`src/design/clk_sync_pkg.sv`:
```
package clk_sync_pkg;

	localparam int default_nodes = 4;
	localparam int default_mbox_base = 64; // First high-priority mailbox.
	localparam int msg_len = 16; // Bytes per mailbox message.
	localparam int ptr_w = 10;
	localparam int ts_w = 16;

	// Byte offsets inside one message.
	localparam int flags_off = 2;
	localparam int ts_off = 4;
	localparam int ts_slots = 4;

	function automatic logic [ptr_w-1:0] mbox_addr(input int base, input int node,
			input int off);
		return ptr_w'(base + node * msg_len + off);
	endfunction

	// Slot k sits at 4+2k (low) and 5+2k (high).
	function automatic logic [ptr_w-1:0] ts_addr(input int base, input int node,
			input int slot, input bit hi);
		return mbox_addr(base, node, ts_off + 2 * slot + int'(hi));
	endfunction

	typedef union packed {
		struct packed {
			logic [7:0] hi;
			logic [7:0] lo;
		} bytes;
		struct packed {
			logic [12:0] reserved;
			logic        scope_req;
			logic        slave_ready;
			logic        sync_req;
		} fields;
	} flags_word_u;

endpackage

```
`src/design/local_period_counter.sv`:
```
`timescale 1ns/100ps

module local_period_counter #(
	parameter int CYCLE_PERIOD = 1000
) (
	input  logic                          clk_i,
	input  logic                          rst_i,
	input  logic [1:0]                    snap_i,
	output logic [clk_sync_pkg::ts_w-1:0] cycle_count_o,
	output logic [clk_sync_pkg::ts_w-1:0] snap_tx_o,
	output logic [clk_sync_pkg::ts_w-1:0] snap_rx_o
);
	import clk_sync_pkg::*;

	localparam logic [ts_w-1:0] last_count = ts_w'(CYCLE_PERIOD - 1);

	// Free-running period count.
	always_ff @(posedge clk_i) begin
		if (rst_i) begin
			cycle_count_o <= '0;
		end else if (cycle_count_o == last_count) begin
			cycle_count_o <= '0; // Wrap at end of period.
		end else begin
			cycle_count_o <= cycle_count_o + 1'b1;
		end
	end

	// Snapshot registers hold the count seen while the strobe was high.
	always_ff @(posedge clk_i) begin
		if (rst_i) begin
			snap_tx_o <= '0;
			snap_rx_o <= '0;
		end else begin
			if (snap_i[0]) begin
				snap_tx_o <= cycle_count_o; // Tx.
			end
			if (snap_i[1]) begin
				snap_rx_o <= cycle_count_o; // Rx.
			end
		end
	end

endmodule

```
`src/design/mailbox_capture.sv`:
```
`timescale 1ns/100ps

module mailbox_capture #(
	parameter int NODES = clk_sync_pkg::default_nodes,
	parameter int MBOX_BASE = clk_sync_pkg::default_mbox_base
) (
	input  logic                                       clk_i,
	input  logic                                       rst_i,
	input  logic                                       rx_we_i,
	input  logic [clk_sync_pkg::ptr_w-1:0]             rx_addr_i,
	input  logic [7:0]                                 rx_data_i,
	input  logic                                       pulse_i,
	input  logic [$clog2(NODES*clk_sync_pkg::ts_slots)-1:0] rd_addr_i,
	output logic [clk_sync_pkg::ts_w-1:0]              rd_data_o,
	output logic [NODES-1:0]                           rdy_lo_o,
	output logic [NODES-1:0]                           rdy_hi_o,
	output clk_sync_pkg::flags_word_u [NODES-1:0]      flags_o
);
	import clk_sync_pkg::*;

	localparam int n_slots = NODES * ts_slots;

	logic [7:0] ts_lo_mem [n_slots];
	logic [7:0] ts_hi_mem [n_slots];

	logic [n_slots-1:0] lo_hit;
	logic [n_slots-1:0] hi_hit;
	logic [NODES-1:0] node_lo_wr;
	logic [NODES-1:0] node_hi_wr;
	logic [NODES-1:0] flag_lo_hit;
	logic [NODES-1:0] flag_hi_hit;
	logic [NODES-1:0] chain_ok;
	logic wr_en;

	assign wr_en = rx_we_i && !pulse_i; // Write is lost under the pulse.

	// Address decode against the mailbox layout.
	always_comb begin
		for (int n = 0; n < NODES; n++) begin
			flag_lo_hit[n] = wr_en && rx_addr_i == mbox_addr(MBOX_BASE, n, flags_off);
			flag_hi_hit[n] = wr_en && rx_addr_i == mbox_addr(MBOX_BASE, n, flags_off + 1);
			for (int k = 0; k < ts_slots; k++) begin
				lo_hit[n*ts_slots+k] = wr_en && rx_addr_i == ts_addr(MBOX_BASE, n, k, 1'b0);
				hi_hit[n*ts_slots+k] = wr_en && rx_addr_i == ts_addr(MBOX_BASE, n, k, 1'b1);
			end
			node_lo_wr[n] = |lo_hit[n*ts_slots +: ts_slots];
			node_hi_wr[n] = |hi_hit[n*ts_slots +: ts_slots];
		end
	end

	// A node may only become ready once the node before it is complete.
	always_comb begin
		chain_ok[0] = 1'b1;
		for (int n = 1; n < NODES; n++) begin
			chain_ok[n] = rdy_lo_o[n-1] && rdy_hi_o[n-1];
		end
	end

	always_ff @(posedge clk_i) begin
		if (rst_i) begin
			rdy_lo_o <= '0;
			rdy_hi_o <= '0;
			flags_o <= '0;
		end else if (pulse_i) begin
			rdy_lo_o <= '0; // New sync period.
			rdy_hi_o <= '0;
			flags_o <= '0;
		end else begin
			for (int n = 0; n < NODES; n++) begin
				if (node_lo_wr[n] && chain_ok[n]) begin
					rdy_lo_o[n] <= 1'b1;
				end
				if (node_hi_wr[n] && chain_ok[n] && rdy_lo_o[n]) begin
					rdy_hi_o[n] <= 1'b1;
				end
				if (flag_lo_hit[n]) begin
					flags_o[n].bytes.lo <= rx_data_i;
				end
				if (flag_hi_hit[n]) begin
					flags_o[n].bytes.hi <= rx_data_i;
				end
			end
		end
	end

	// Two byte banks, one per timestamp half.
	always_ff @(posedge clk_i) begin
		if (rst_i) begin
			for (int i = 0; i < n_slots; i++) begin
				ts_lo_mem[i] <= '0;
				ts_hi_mem[i] <= '0;
			end
		end else begin
			for (int i = 0; i < n_slots; i++) begin
				if (lo_hit[i]) begin
					ts_lo_mem[i] <= rx_data_i;
				end
				if (hi_hit[i]) begin
					ts_hi_mem[i] <= rx_data_i;
				end
			end
		end
	end

	assign rd_data_o = {ts_hi_mem[rd_addr_i], ts_lo_mem[rd_addr_i]};

endmodule

```
`src/design/link_calc.sv`:
```
`timescale 1ns/100ps

module link_calc #(
	parameter int NODES = clk_sync_pkg::default_nodes
) (
	input  logic                                            clk_i,
	input  logic                                            rst_i,
	input  logic                                            pulse_i,
	input  logic [clk_sync_pkg::ts_w-1:0]                   snap_tx_i,
	input  logic [clk_sync_pkg::ts_w-1:0]                   snap_rx_i,
	output logic [$clog2(NODES*clk_sync_pkg::ts_slots)-1:0] rd_addr_o,
	input  logic [clk_sync_pkg::ts_w-1:0]                   rd_data_i,
	output logic                                            res_we_o,
	output logic [$clog2(NODES)-1:0]                        res_idx_o,
	output logic [clk_sync_pkg::ts_w-1:0]                   res_delay_o,
	output logic [clk_sync_pkg::ts_w-1:0]                   res_offset_o,
	output logic                                            calc_busy_o
);
	import clk_sync_pkg::*;

	localparam int idx_w = $clog2(NODES);
	localparam int addr_w = $clog2(NODES * ts_slots);

	typedef enum logic [2:0] {
		st_idle,
		st_slot0,
		st_slot1,
		st_prev2,
		st_prev3,
		st_write
	} state_t;

	state_t state_q;
	logic [idx_w-1:0] node_q;
	logic [ts_w-1:0] snap_tx_q;
	logic [ts_w-1:0] snap_rx_q;
	logic [ts_w-1:0] acc_delay_q;
	logic [ts_w-1:0] acc_offset_q;
	logic [ts_w-1:0] operand;
	logic [addr_w-1:0] base_addr;
	logic first_node;

	assign first_node = node_q == '0;
	assign base_addr = addr_w'(node_q * ts_slots);

	// Previous node's slots 2 and 3 lie just below this node's slot 0.
	always_comb begin
		case (state_q)
			st_slot1: rd_addr_o = base_addr + addr_w'(1);
			st_prev2: rd_addr_o = base_addr - addr_w'(2);
			st_prev3: rd_addr_o = base_addr - addr_w'(1);
			default:  rd_addr_o = base_addr;
		endcase
	end

	// Node 0 has no upstream slave, so the master's own snapshots stand in.
	always_comb begin
		operand = rd_data_i;
		if (first_node && state_q == st_prev2) begin
			operand = snap_tx_q;
		end else if (first_node && state_q == st_prev3) begin
			operand = snap_rx_q;
		end
	end

	always_ff @(posedge clk_i) begin
		if (rst_i) begin
			state_q <= st_idle;
			node_q <= '0;
			snap_tx_q <= '0;
			snap_rx_q <= '0;
			acc_delay_q <= '0;
			acc_offset_q <= '0;
		end else begin
			case (state_q)
				st_idle: begin
					if (pulse_i) begin
						snap_tx_q <= snap_tx_i;
						snap_rx_q <= snap_rx_i;
						node_q <= '0;
						acc_delay_q <= '0;
						acc_offset_q <= '0;
						state_q <= st_slot0;
					end
				end
				st_slot0: begin
					acc_delay_q <= acc_delay_q + operand;
					acc_offset_q <= acc_offset_q + operand;
					state_q <= st_slot1;
				end
				st_slot1: begin
					acc_delay_q <= acc_delay_q - operand;
					acc_offset_q <= acc_offset_q + operand;
					state_q <= st_prev2;
				end
				st_prev2: begin
					acc_delay_q <= acc_delay_q - operand;
					acc_offset_q <= acc_offset_q - operand;
					state_q <= st_prev3;
				end
				st_prev3: begin
					acc_delay_q <= acc_delay_q + operand; // Delay adds P3, offset drops it.
					acc_offset_q <= acc_offset_q - operand;
					state_q <= st_write;
				end
				st_write: begin
					acc_delay_q <= '0;
					acc_offset_q <= '0;
					if (node_q == idx_w'(NODES - 1)) begin
						node_q <= '0;
						state_q <= st_idle;
					end else begin
						node_q <= node_q + 1'b1;
						state_q <= st_slot0;
					end
				end
				default: state_q <= st_idle;
			endcase
		end
	end

	assign res_we_o = state_q == st_write;
	assign res_idx_o = node_q;
	assign res_delay_o = acc_delay_q;
	assign res_offset_o = acc_offset_q;
	assign calc_busy_o = state_q != st_idle;

endmodule

```
`src/design/sync_report.sv`:
```
`timescale 1ns/100ps

module sync_report #(
	parameter int NODES = clk_sync_pkg::default_nodes
) (
	input  logic                                    clk_i,
	input  logic                                    rst_i,
	input  logic                                    pulse_i,
	input  logic [NODES-1:0]                        rdy_lo_i,
	input  logic [NODES-1:0]                        rdy_hi_i,
	input  clk_sync_pkg::flags_word_u [NODES-1:0]   flags_i,
	input  logic                                    res_we_i,
	input  logic [$clog2(NODES)-1:0]                res_idx_i,
	input  logic [clk_sync_pkg::ts_w-1:0]           res_delay_i,
	input  logic [clk_sync_pkg::ts_w-1:0]           res_offset_i,
	output logic [NODES-1:0]                        rx_ok_o,
	output logic [NODES-1:0]                        sync_ok_o,
	output logic [NODES-1:0]                        slave_rdy_o,
	output logic [NODES-1:0]                        scope_trig_o,
	output logic [NODES*clk_sync_pkg::ts_w-1:0]     comm_delays_o,
	output logic [NODES*clk_sync_pkg::ts_w-1:0]     clock_offsets_o
);
	import clk_sync_pkg::*;

	logic [NODES-1:0] rx_ok_d;
	logic [NODES-1:0] sync_ok_d;
	logic [NODES-1:0] slave_rdy_d;
	logic [NODES-1:0] scope_trig_d;

	always_comb begin
		rx_ok_d = rdy_lo_i & rdy_hi_i; // Both halves of the chain arrived.
		for (int n = 0; n < NODES; n++) begin
			sync_ok_d[n] = rx_ok_d[n] && flags_i[n].fields.sync_req;
			slave_rdy_d[n] = sync_ok_d[n] && flags_i[n].fields.slave_ready;
			scope_trig_d[n] = rx_ok_d[n] && flags_i[n].fields.scope_req;
		end
	end

	always_ff @(posedge clk_i) begin
		if (rst_i) begin
			rx_ok_o <= '0;
			sync_ok_o <= '0;
			slave_rdy_o <= '0;
			scope_trig_o <= '0;
			comm_delays_o <= '0;
			clock_offsets_o <= '0;
		end else begin
			if (pulse_i) begin
				rx_ok_o <= rx_ok_d;
				sync_ok_o <= sync_ok_d;
				slave_rdy_o <= slave_rdy_d;
				scope_trig_o <= scope_trig_d;
			end
			if (res_we_i) begin
				comm_delays_o[res_idx_i*ts_w +: ts_w] <= res_delay_i;
				clock_offsets_o[res_idx_i*ts_w +: ts_w] <= res_offset_i;
			end
		end
	end

endmodule

```
`src/design/master_sync_top.sv`:
```
`timescale 1ns/100ps

module master_sync_top #(
	parameter int NODES = clk_sync_pkg::default_nodes,
	parameter int MBOX_BASE = clk_sync_pkg::default_mbox_base,
	parameter int CYCLE_PERIOD = 1000
) (
	input  logic                                clk_i,
	input  logic                                rst_i,
	input  logic                                rx_we_i,
	input  logic [clk_sync_pkg::ptr_w-1:0]      rx_addr_i,
	input  logic [7:0]                          rx_data_i,
	input  logic                                pulse_i,
	input  logic [1:0]                          snap_i,
	output logic [clk_sync_pkg::ts_w-1:0]       cycle_count_o,
	output logic                                calc_busy_o,
	output logic [NODES-1:0]                    rx_ok_o,
	output logic [NODES-1:0]                    sync_ok_o,
	output logic [NODES-1:0]                    slave_rdy_o,
	output logic [NODES-1:0]                    scope_trig_o,
	output logic [NODES*clk_sync_pkg::ts_w-1:0] comm_delays_o,
	output logic [NODES*clk_sync_pkg::ts_w-1:0] clock_offsets_o
);
	import clk_sync_pkg::*;

	logic [ts_w-1:0] snap_tx;
	logic [ts_w-1:0] snap_rx;
	logic [$clog2(NODES*ts_slots)-1:0] rd_addr;
	logic [ts_w-1:0] rd_data;
	logic [NODES-1:0] rdy_lo;
	logic [NODES-1:0] rdy_hi;
	flags_word_u [NODES-1:0] flags;
	logic res_we;
	logic [$clog2(NODES)-1:0] res_idx;
	logic [ts_w-1:0] res_delay;
	logic [ts_w-1:0] res_offset;

	local_period_counter #(.CYCLE_PERIOD(CYCLE_PERIOD)) u_local_period_counter (
		.clk_i(clk_i), .rst_i(rst_i), .snap_i(snap_i),
		.cycle_count_o(cycle_count_o), .snap_tx_o(snap_tx), .snap_rx_o(snap_rx)
	);

	mailbox_capture #(.NODES(NODES), .MBOX_BASE(MBOX_BASE)) u_mailbox_capture (
		.clk_i(clk_i), .rst_i(rst_i), .rx_we_i(rx_we_i), .rx_addr_i(rx_addr_i),
		.rx_data_i(rx_data_i), .pulse_i(pulse_i), .rd_addr_i(rd_addr),
		.rd_data_o(rd_data), .rdy_lo_o(rdy_lo), .rdy_hi_o(rdy_hi), .flags_o(flags)
	);

	link_calc #(.NODES(NODES)) u_link_calc (
		.clk_i(clk_i), .rst_i(rst_i), .pulse_i(pulse_i),
		.snap_tx_i(snap_tx), .snap_rx_i(snap_rx),
		.rd_addr_o(rd_addr), .rd_data_i(rd_data),
		.res_we_o(res_we), .res_idx_o(res_idx),
		.res_delay_o(res_delay), .res_offset_o(res_offset),
		.calc_busy_o(calc_busy_o)
	);

	sync_report #(.NODES(NODES)) u_sync_report (
		.clk_i(clk_i), .rst_i(rst_i), .pulse_i(pulse_i),
		.rdy_lo_i(rdy_lo), .rdy_hi_i(rdy_hi), .flags_i(flags),
		.res_we_i(res_we), .res_idx_i(res_idx),
		.res_delay_i(res_delay), .res_offset_i(res_offset),
		.rx_ok_o(rx_ok_o), .sync_ok_o(sync_ok_o),
		.slave_rdy_o(slave_rdy_o), .scope_trig_o(scope_trig_o),
		.comm_delays_o(comm_delays_o), .clock_offsets_o(clock_offsets_o)
	);

endmodule

```
`config.mk`:
```
export PLATFORM = sky130hd
export DESIGN_NAME = master_sync_top
export DESIGN_NICKNAME = d
export VERILOG_FILES = /design/src/design/clk_sync_pkg.sv /design/src/design/local_period_counter.sv /design/src/design/mailbox_capture.sv /design/src/design/link_calc.sv /design/src/design/sync_report.sv /design/src/design/master_sync_top.sv
export SDC_FILE = /design/constraint.sdc
export NUM_CORES = 1
export LEC_CHECK = 0
export BUFFER_PORTS_ARGS = -buffer_cell sky130_fd_sc_hd__clkbuf_2
export CAP_MARGIN = 20
export CORE_AREA = 2 2 233 235
export DETAILED_ROUTE_END_ITERATION = 8
export DIE_AREA = 0 0 235 237
export HOLD_SLACK_MARGIN = 0.05
export PLACE_DENSITY_LB_ADDON = 0.1
export SLEW_MARGIN = 5
export SYNTH_ARGS = -nofsm -noshare
export SYNTH_HDL_FRONTEND = slang
export SYNTH_SLANG_ARGS = --single-unit
```
`constraint.sdc`:
```
create_clock -name clk_i -period 8.1 [get_ports clk_i]
set_clock_uncertainty 0.15 [all_clocks]
set_input_delay 0.405 -clock clk_i [delete_from_list [all_inputs] [get_ports clk_i]]
set_output_delay 0.405 -clock clk_i [all_outputs]
set_load 0.02 [all_outputs]
```
==> run_summary.xml <==
<?xml version="1.0" encoding="UTF-8"?>
<metrics>
  <group name="run_status">
    <metric name="run_status" unit="">complete, no violations</metric>
  </group>
  <group name="clock_network">
    <metric name="clock-sinks" unit="">537</metric>
    <metric name="cts.path.max_buffers" unit="">3</metric>
    <metric name="insertion_delay" unit="ns">0.64</metric>
    <metric name="tritoncts_buffers" unit="">56</metric>
    <metric name="post_cts.resized_instances" unit="">0</metric>
    <metric name="clock_tree.htree_level_count" unit="">2</metric>
    <metric name="clkSlewWorstSetupHoldPaths" unit="ns">0.06</metric>
    <metric name="tritoncts_clock_tree" unit="">yes</metric>
    <metric name="cts_root_buffer" unit="">sky130_fd_sc_hd__clkbuf_16</metric>
  </group>
  <group name="synth">
    <metric name="post-synth-top-area-fraction" unit="">0.325</metric>
    <metric name="synthArstFlopShare" unit="">0</metric>
    <metric name="synth_commonest_cells" unit="">sky130_fd_sc_hd__nand2_1 (358), sky130_fd_sc_hd__nor2_1 (332), sky130_fd_sc_hd__dfxtp_1 (281)</metric>
    <metric name="post_synth_instance_area" unit="um2">23700</metric>
    <metric name="netlist.top_cell.by_area" unit="">sky130_fd_sc_hd__edfxtp_1</metric>
    <metric name="post_synth.cell_area_avg" unit="um2">9.88</metric>
    <metric name="ys_seq_elements" unit="">537</metric>
    <metric name="yosys.cell_types.count" unit="">89</metric>
    <metric name="synth.top_cells.by_area" unit="">sky130_fd_sc_hd__edfxtp_1 (32%), sky130_fd_sc_hd__dfxtp_1 (24%), sky130_fd_sc_hd__nand2_1 (5.7%), sky130_fd_sc_hd__nor2_1 (5.3%), sky130_fd_sc_hd__a21oi_1 (4.8%)</metric>
    <metric name="ys.warnings.count" unit="">0</metric>
    <metric name="yosysMostFrequentCell" unit="">sky130_fd_sc_hd__nand2_1</metric>
    <metric name="synth_nets" unit="">2463</metric>
    <metric name="post_synth_inst_count" unit="">2396</metric>
    <metric name="post_synth_edffs" unit="">256</metric>
    <metric name="dominant_register_cell_in_the_synthesized_netlist" unit="">sky130_fd_sc_hd__dfxtp_1</metric>
    <metric name="synth_sequential_area_ratio" unit="">0.562</metric>
  </group>
  <group name="sta">
    <metric name="setup_tns" unit="ns">0</metric>
    <metric name="finalMaxSlewViolations" unit="">0</metric>
    <metric name="report.final.hold_viol_count" unit="">0</metric>
    <metric name="fin_ws" unit="ns">0.712</metric>
    <metric name="layout_worst_path_cycle_share" unit="">0.912</metric>
    <metric name="grt_setup_unrepaired" unit="">false</metric>
    <metric name="max_freq" unit="MHz">135</metric>
    <metric name="max-slew-margin-rel" unit="">0.289</metric>
    <metric name="final.min_clock_period" unit="ns">7.39</metric>
    <metric name="final-setup-viol-count" unit="">0</metric>
    <metric name="worst-slew-pin-transition" unit="ns">1.06</metric>
  </group>
  <group name="setup_path">
    <metric name="r2r_start" unit="">u_link_calc.res_idx_o[0]</metric>
    <metric name="timing_worst_setup_path_type" unit="">flip-flop to flip-flop</metric>
    <metric name="reg2reg_depth" unit="">25</metric>
    <metric name="worst_setup_path_end_kind" unit="">flip-flop</metric>
    <metric name="worst-endpoint-arrival" unit="ns">7.79</metric>
    <metric name="cp_num_cells" unit="">25</metric>
    <metric name="worstReg2RegEnd" unit="">u_link_calc.res_offset_o[15]</metric>
    <metric name="timing.critical_path.max_delay_family" unit="">compound AO/OA/AOI/OAI gates</metric>
    <metric name="regToRegSetupSlack" unit="ns">0.71</metric>
    <metric name="slowest_delay" unit="ns">0.82</metric>
    <metric name="slowest_stage" unit="">sky130_fd_sc_hd__dfxtp_1</metric>
    <metric name="crit_required" unit="ns">8.51</metric>
    <metric name="max_fanout_on_critical_path" unit="">22</metric>
    <metric name="crit_path_start_kind" unit="">flip-flop</metric>
    <metric name="path_buf_inv" unit="">2</metric>
  </group>
  <group name="power">
    <metric name="power.internal" unit="W">0.00509</metric>
    <metric name="leakage" unit="nW">10.0</metric>
    <metric name="power.ir.vdd_worst" unit="mV">0.196</metric>
    <metric name="total_power" unit="W">0.00742</metric>
    <metric name="power.switching" unit="W">0.00233</metric>
    <metric name="power.sequential.fraction" unit="">0.436</metric>
    <metric name="clock_power_share" unit="">0.336</metric>
    <metric name="power.density_cell_area" unit="nW/um2">275</metric>
    <metric name="power.combinational.fraction" unit="">0.227</metric>
    <metric name="power_switching_share" unit="">0.315</metric>
  </group>
  <group name="die">
    <metric name="fp.dieH" unit="um">237</metric>
    <metric name="initial_core_util" unit="">0.444</metric>
    <metric name="design.portCount" unit="">185</metric>
    <metric name="core-area" unit="um2">53300</metric>
    <metric name="floorplan.die_area" unit="um2">55700</metric>
    <metric name="floorplan.rows" unit="">85</metric>
    <metric name="die_w" unit="um">235</metric>
  </group>
  <group name="layout">
    <metric name="final-seq-area" unit="um2">13300</metric>
    <metric name="layout.nets" unit="">2589</metric>
    <metric name="final_design_area_no_fill" unit="um2">27000</metric>
    <metric name="multiInputGateArea" unit="um2">9580</metric>
    <metric name="diodes" unit="">0</metric>
    <metric name="final_core_util" unit="">0.506</metric>
    <metric name="area_delta_synth_final" unit="%">14.0</metric>
    <metric name="filler_cell_count" unit="">4877</metric>
    <metric name="final_layout_size_suffix_gt1_frac" unit="">0.143</metric>
  </group>
  <group name="detailed_routing">
    <metric name="detail_route.first_pass.iterations" unit="">6</metric>
    <metric name="drt_wl_total" unit="um">70900</metric>
    <metric name="ant_nets" unit="">0</metric>
    <metric name="drt-initial-drc-count" unit="">1472</metric>
    <metric name="drc_errors" unit="">0</metric>
    <metric name="via_cell_ratio" unit="">5.61</metric>
    <metric name="vias" unit="">18306</metric>
    <metric name="avgRoutedWirePerCell" unit="um">21.7</metric>
  </group>
  <group name="global_route">
    <metric name="grt.overflow.total" unit="">0</metric>
    <metric name="maximum_number_of_pins_on_one_net_before_global_route_repair" unit="">97</metric>
    <metric name="grt_usage" unit="">0.249</metric>
    <metric name="first_global_vias" unit="">17679</metric>
    <metric name="antenna_found_initial" unit="">0</metric>
    <metric name="grt_first_pass_wirelength" unit="um">107000</metric>
  </group>
  <group name="min_path">
    <metric name="hold-path-cell-count" unit="">4</metric>
    <metric name="whs_endpoint" unit="">u_mailbox_capture.flags_o[32]</metric>
    <metric name="holdCritPathClass" unit="">input pin to flip-flop</metric>
    <metric name="hold_path_startpoint" unit="">rx_addr_i[4]</metric>
  </group>
  <group name="placed_design">
    <metric name="port_buffers" unit="">184</metric>
    <metric name="dpl_cell_area" unit="um2">25200</metric>
    <metric name="hpwlAfterDp" unit="um">48800</metric>
    <metric name="place.gp.congestion" unit="">0.983</metric>
    <metric name="placement.setup.worst_slack" unit="ns">0.770</metric>
  </group>
  <group name="run">
    <metric name="max_cap_viols" unit="">0</metric>
  </group>
</metrics>
-- state kept, by name, summed over array words and instances (netlist names), 12 cells and up --
signal / flops
u_link_calc.res_offset_o: 16
u_link_calc.snap_rx_q: 16
u_sync_report.clock_offsets_o: 64
u_local_period_counter.snap_rx_o: 16
u_sync_report.comm_delays_o: 64
u_local_period_counter.cycle_count_o: 16
u_mailbox_capture.flags_o: 12
u_link_calc.snap_tx_q: 16
u_local_period_counter.snap_tx_o: 16
u_link_calc.res_delay_o: 16
u_mailbox_capture.ts_hi_mem: 128
u_mailbox_capture.ts_lo_mem: 128
-- final cells by class --
type | count | share of cell area
Inverter | 29 | 0.00403
Clock buffer | 69 | 0.0556
Multi-Input combinational cell | 1662 | 0.355
Timing Repair Buffer | 236 | 0.0497
Clock inverter | 32 | 0.00974
Sequential cell | 537 | 0.493
Tap cell | 696 | 0.0323
-- how the worst max path moves through the flow --
stage          slack [ns]                      endpoint                     start
2_1_floorplan        1.82  u_link_calc.res_offset_o[15]  u_link_calc.res_idx_o[1]
3_3_place_gp         0.96  u_link_calc.res_offset_o[15]  u_link_calc.res_idx_o[0]
3_5_place_dp         0.77  u_link_calc.res_offset_o[15]  u_link_calc.res_idx_o[0]
4_1_cts              0.74  u_link_calc.res_offset_o[15]  u_link_calc.res_idx_o[0]
5_1_grt              0.28  u_link_calc.res_offset_o[15]  u_link_calc.res_idx_o[0]
6_report             0.71  u_link_calc.res_offset_o[15]  u_link_calc.res_idx_o[0]
-- power groups by stage --
| stage | clock [W] | combinational (W) | sequential (W) |
|---|---|---|---|
| 5_1_grt | 0.00263 | 0.00185 | 0.00326 |
| 4_1_cts | 0.00254 | 0.00168 | 0.00324 |
| 3_3_place_gp | 0 | 0.00164 | 0.00329 |
| 2_1_floorplan | 0 | 0.00127 | 0.00316 |
| 3_5_place_dp | 0 | 0.00167 | 0.00330 |
| 6_report | 0.00249 | 0.00169 | 0.00324 |
-- kinds of logic after synthesis --
logic type | share of synthesized area
and+or+nand+nor | 0.183
xor gates and xnor gates | 0.0252
adders and majority gates | 0.0234
muxes | 0.0462
buffers and inverters | 0.0344
AOI/OAI and AO/OA | 0.126
DFF | 0.562
-- routing by layer --
metal	wire, um	GRT usage
met1	29100	0.311
met2	36100	0.443
met3	3820	0.0378
met4	1860	0.0779
met5	0	0
-- worst reg2reg max path: stages (launching register included) --
cell,delay (ns)
sky130_fd_sc_hd__dfxtp_1,0.82
sky130_fd_sc_hd__inv_1,0.34
sky130_fd_sc_hd__ha_1,0.44
sky130_fd_sc_hd__nor4bb_2,0.08
sky130_fd_sc_hd__nor4_4,0.48
sky130_fd_sc_hd__and2_1,0.28
sky130_fd_sc_hd__buf_4,0.32
sky130_fd_sc_hd__o211ai_2,0.14
sky130_fd_sc_hd__a221oi_1,0.26
sky130_fd_sc_hd__nor4_1,0.18
sky130_fd_sc_hd__a221o_2,0.38
sky130_fd_sc_hd__or3_1,0.43
sky130_fd_sc_hd__nand2_1,0.10
sky130_fd_sc_hd__xnor2_1,0.14
sky130_fd_sc_hd__ha_1,0.31
sky130_fd_sc_hd__o2111ai_1,0.11
sky130_fd_sc_hd__a31oi_1,0.07
sky130_fd_sc_hd__a2111oi_0,0.67
sky130_fd_sc_hd__o21bai_1,0.12
sky130_fd_sc_hd__a21oi_1,0.23
sky130_fd_sc_hd__o21ai_0,0.18
sky130_fd_sc_hd__a21o_1,0.20
sky130_fd_sc_hd__a21oi_1,0.16
sky130_fd_sc_hd__xnor3_1,0.43
sky130_fd_sc_hd__o21bai_1,0.13
sky130_fd_sc_hd__a32o_1,0.17
-- layout by cell type, fill, tap and decap left out, types with 28 or more instances in the layout --
| cell | Yosys | final |
|---|---|---|
| sky130_fd_sc_hd__a21oi_1 | 229 | 229 |
| sky130_fd_sc_hd__inv_1 | 29 | 29 |
| sky130_fd_sc_hd__xnor2_1 | 33 | 33 |
| sky130_fd_sc_hd__dfxtp_1 | 281 | 280 |
| sky130_fd_sc_hd__nand3_1 | 160 | 160 |
| sky130_fd_sc_hd__a22oi_1 | 31 | 31 |
| sky130_fd_sc_hd__nand2_1 | 358 | 358 |
| sky130_fd_sc_hd__mux2i_1 | 89 | 89 |
| sky130_fd_sc_hd__xor2_1 | 28 | 28 |
| sky130_fd_sc_hd__nor2_1 | 332 | 332 |
| sky130_fd_sc_hd__clkbuf_16 | 0 | 57 |
| sky130_fd_sc_hd__buf_4 | 5 | 47 |
| sky130_fd_sc_hd__o21ai_0 | 36 | 36 |
| sky130_fd_sc_hd__edfxtp_1 | 256 | 256 |
| sky130_fd_sc_hd__clkbuf_2 | 0 | 183 |
| sky130_fd_sc_hd__ha_1 | 41 | 41 |
-- stage by stage --
stage | hold slack (ns) | instances
detailed placement | 0.294 | 3156
global route | 0.172 | 3261
finish | 0.147 | 3261
CTS | 0.111 | 3261
floorplan | 0.281 | 2396
global placement | 0.289 | 3156
-- what timing repair did --
| item | CTS | global route |
|---|---|---|
| hold buffers | 4 | 0 |
| setup buffers | 0 | 0 |
| hold endpoints to repair | 21 | 0 |
Power figures use the tool's default switching activity.
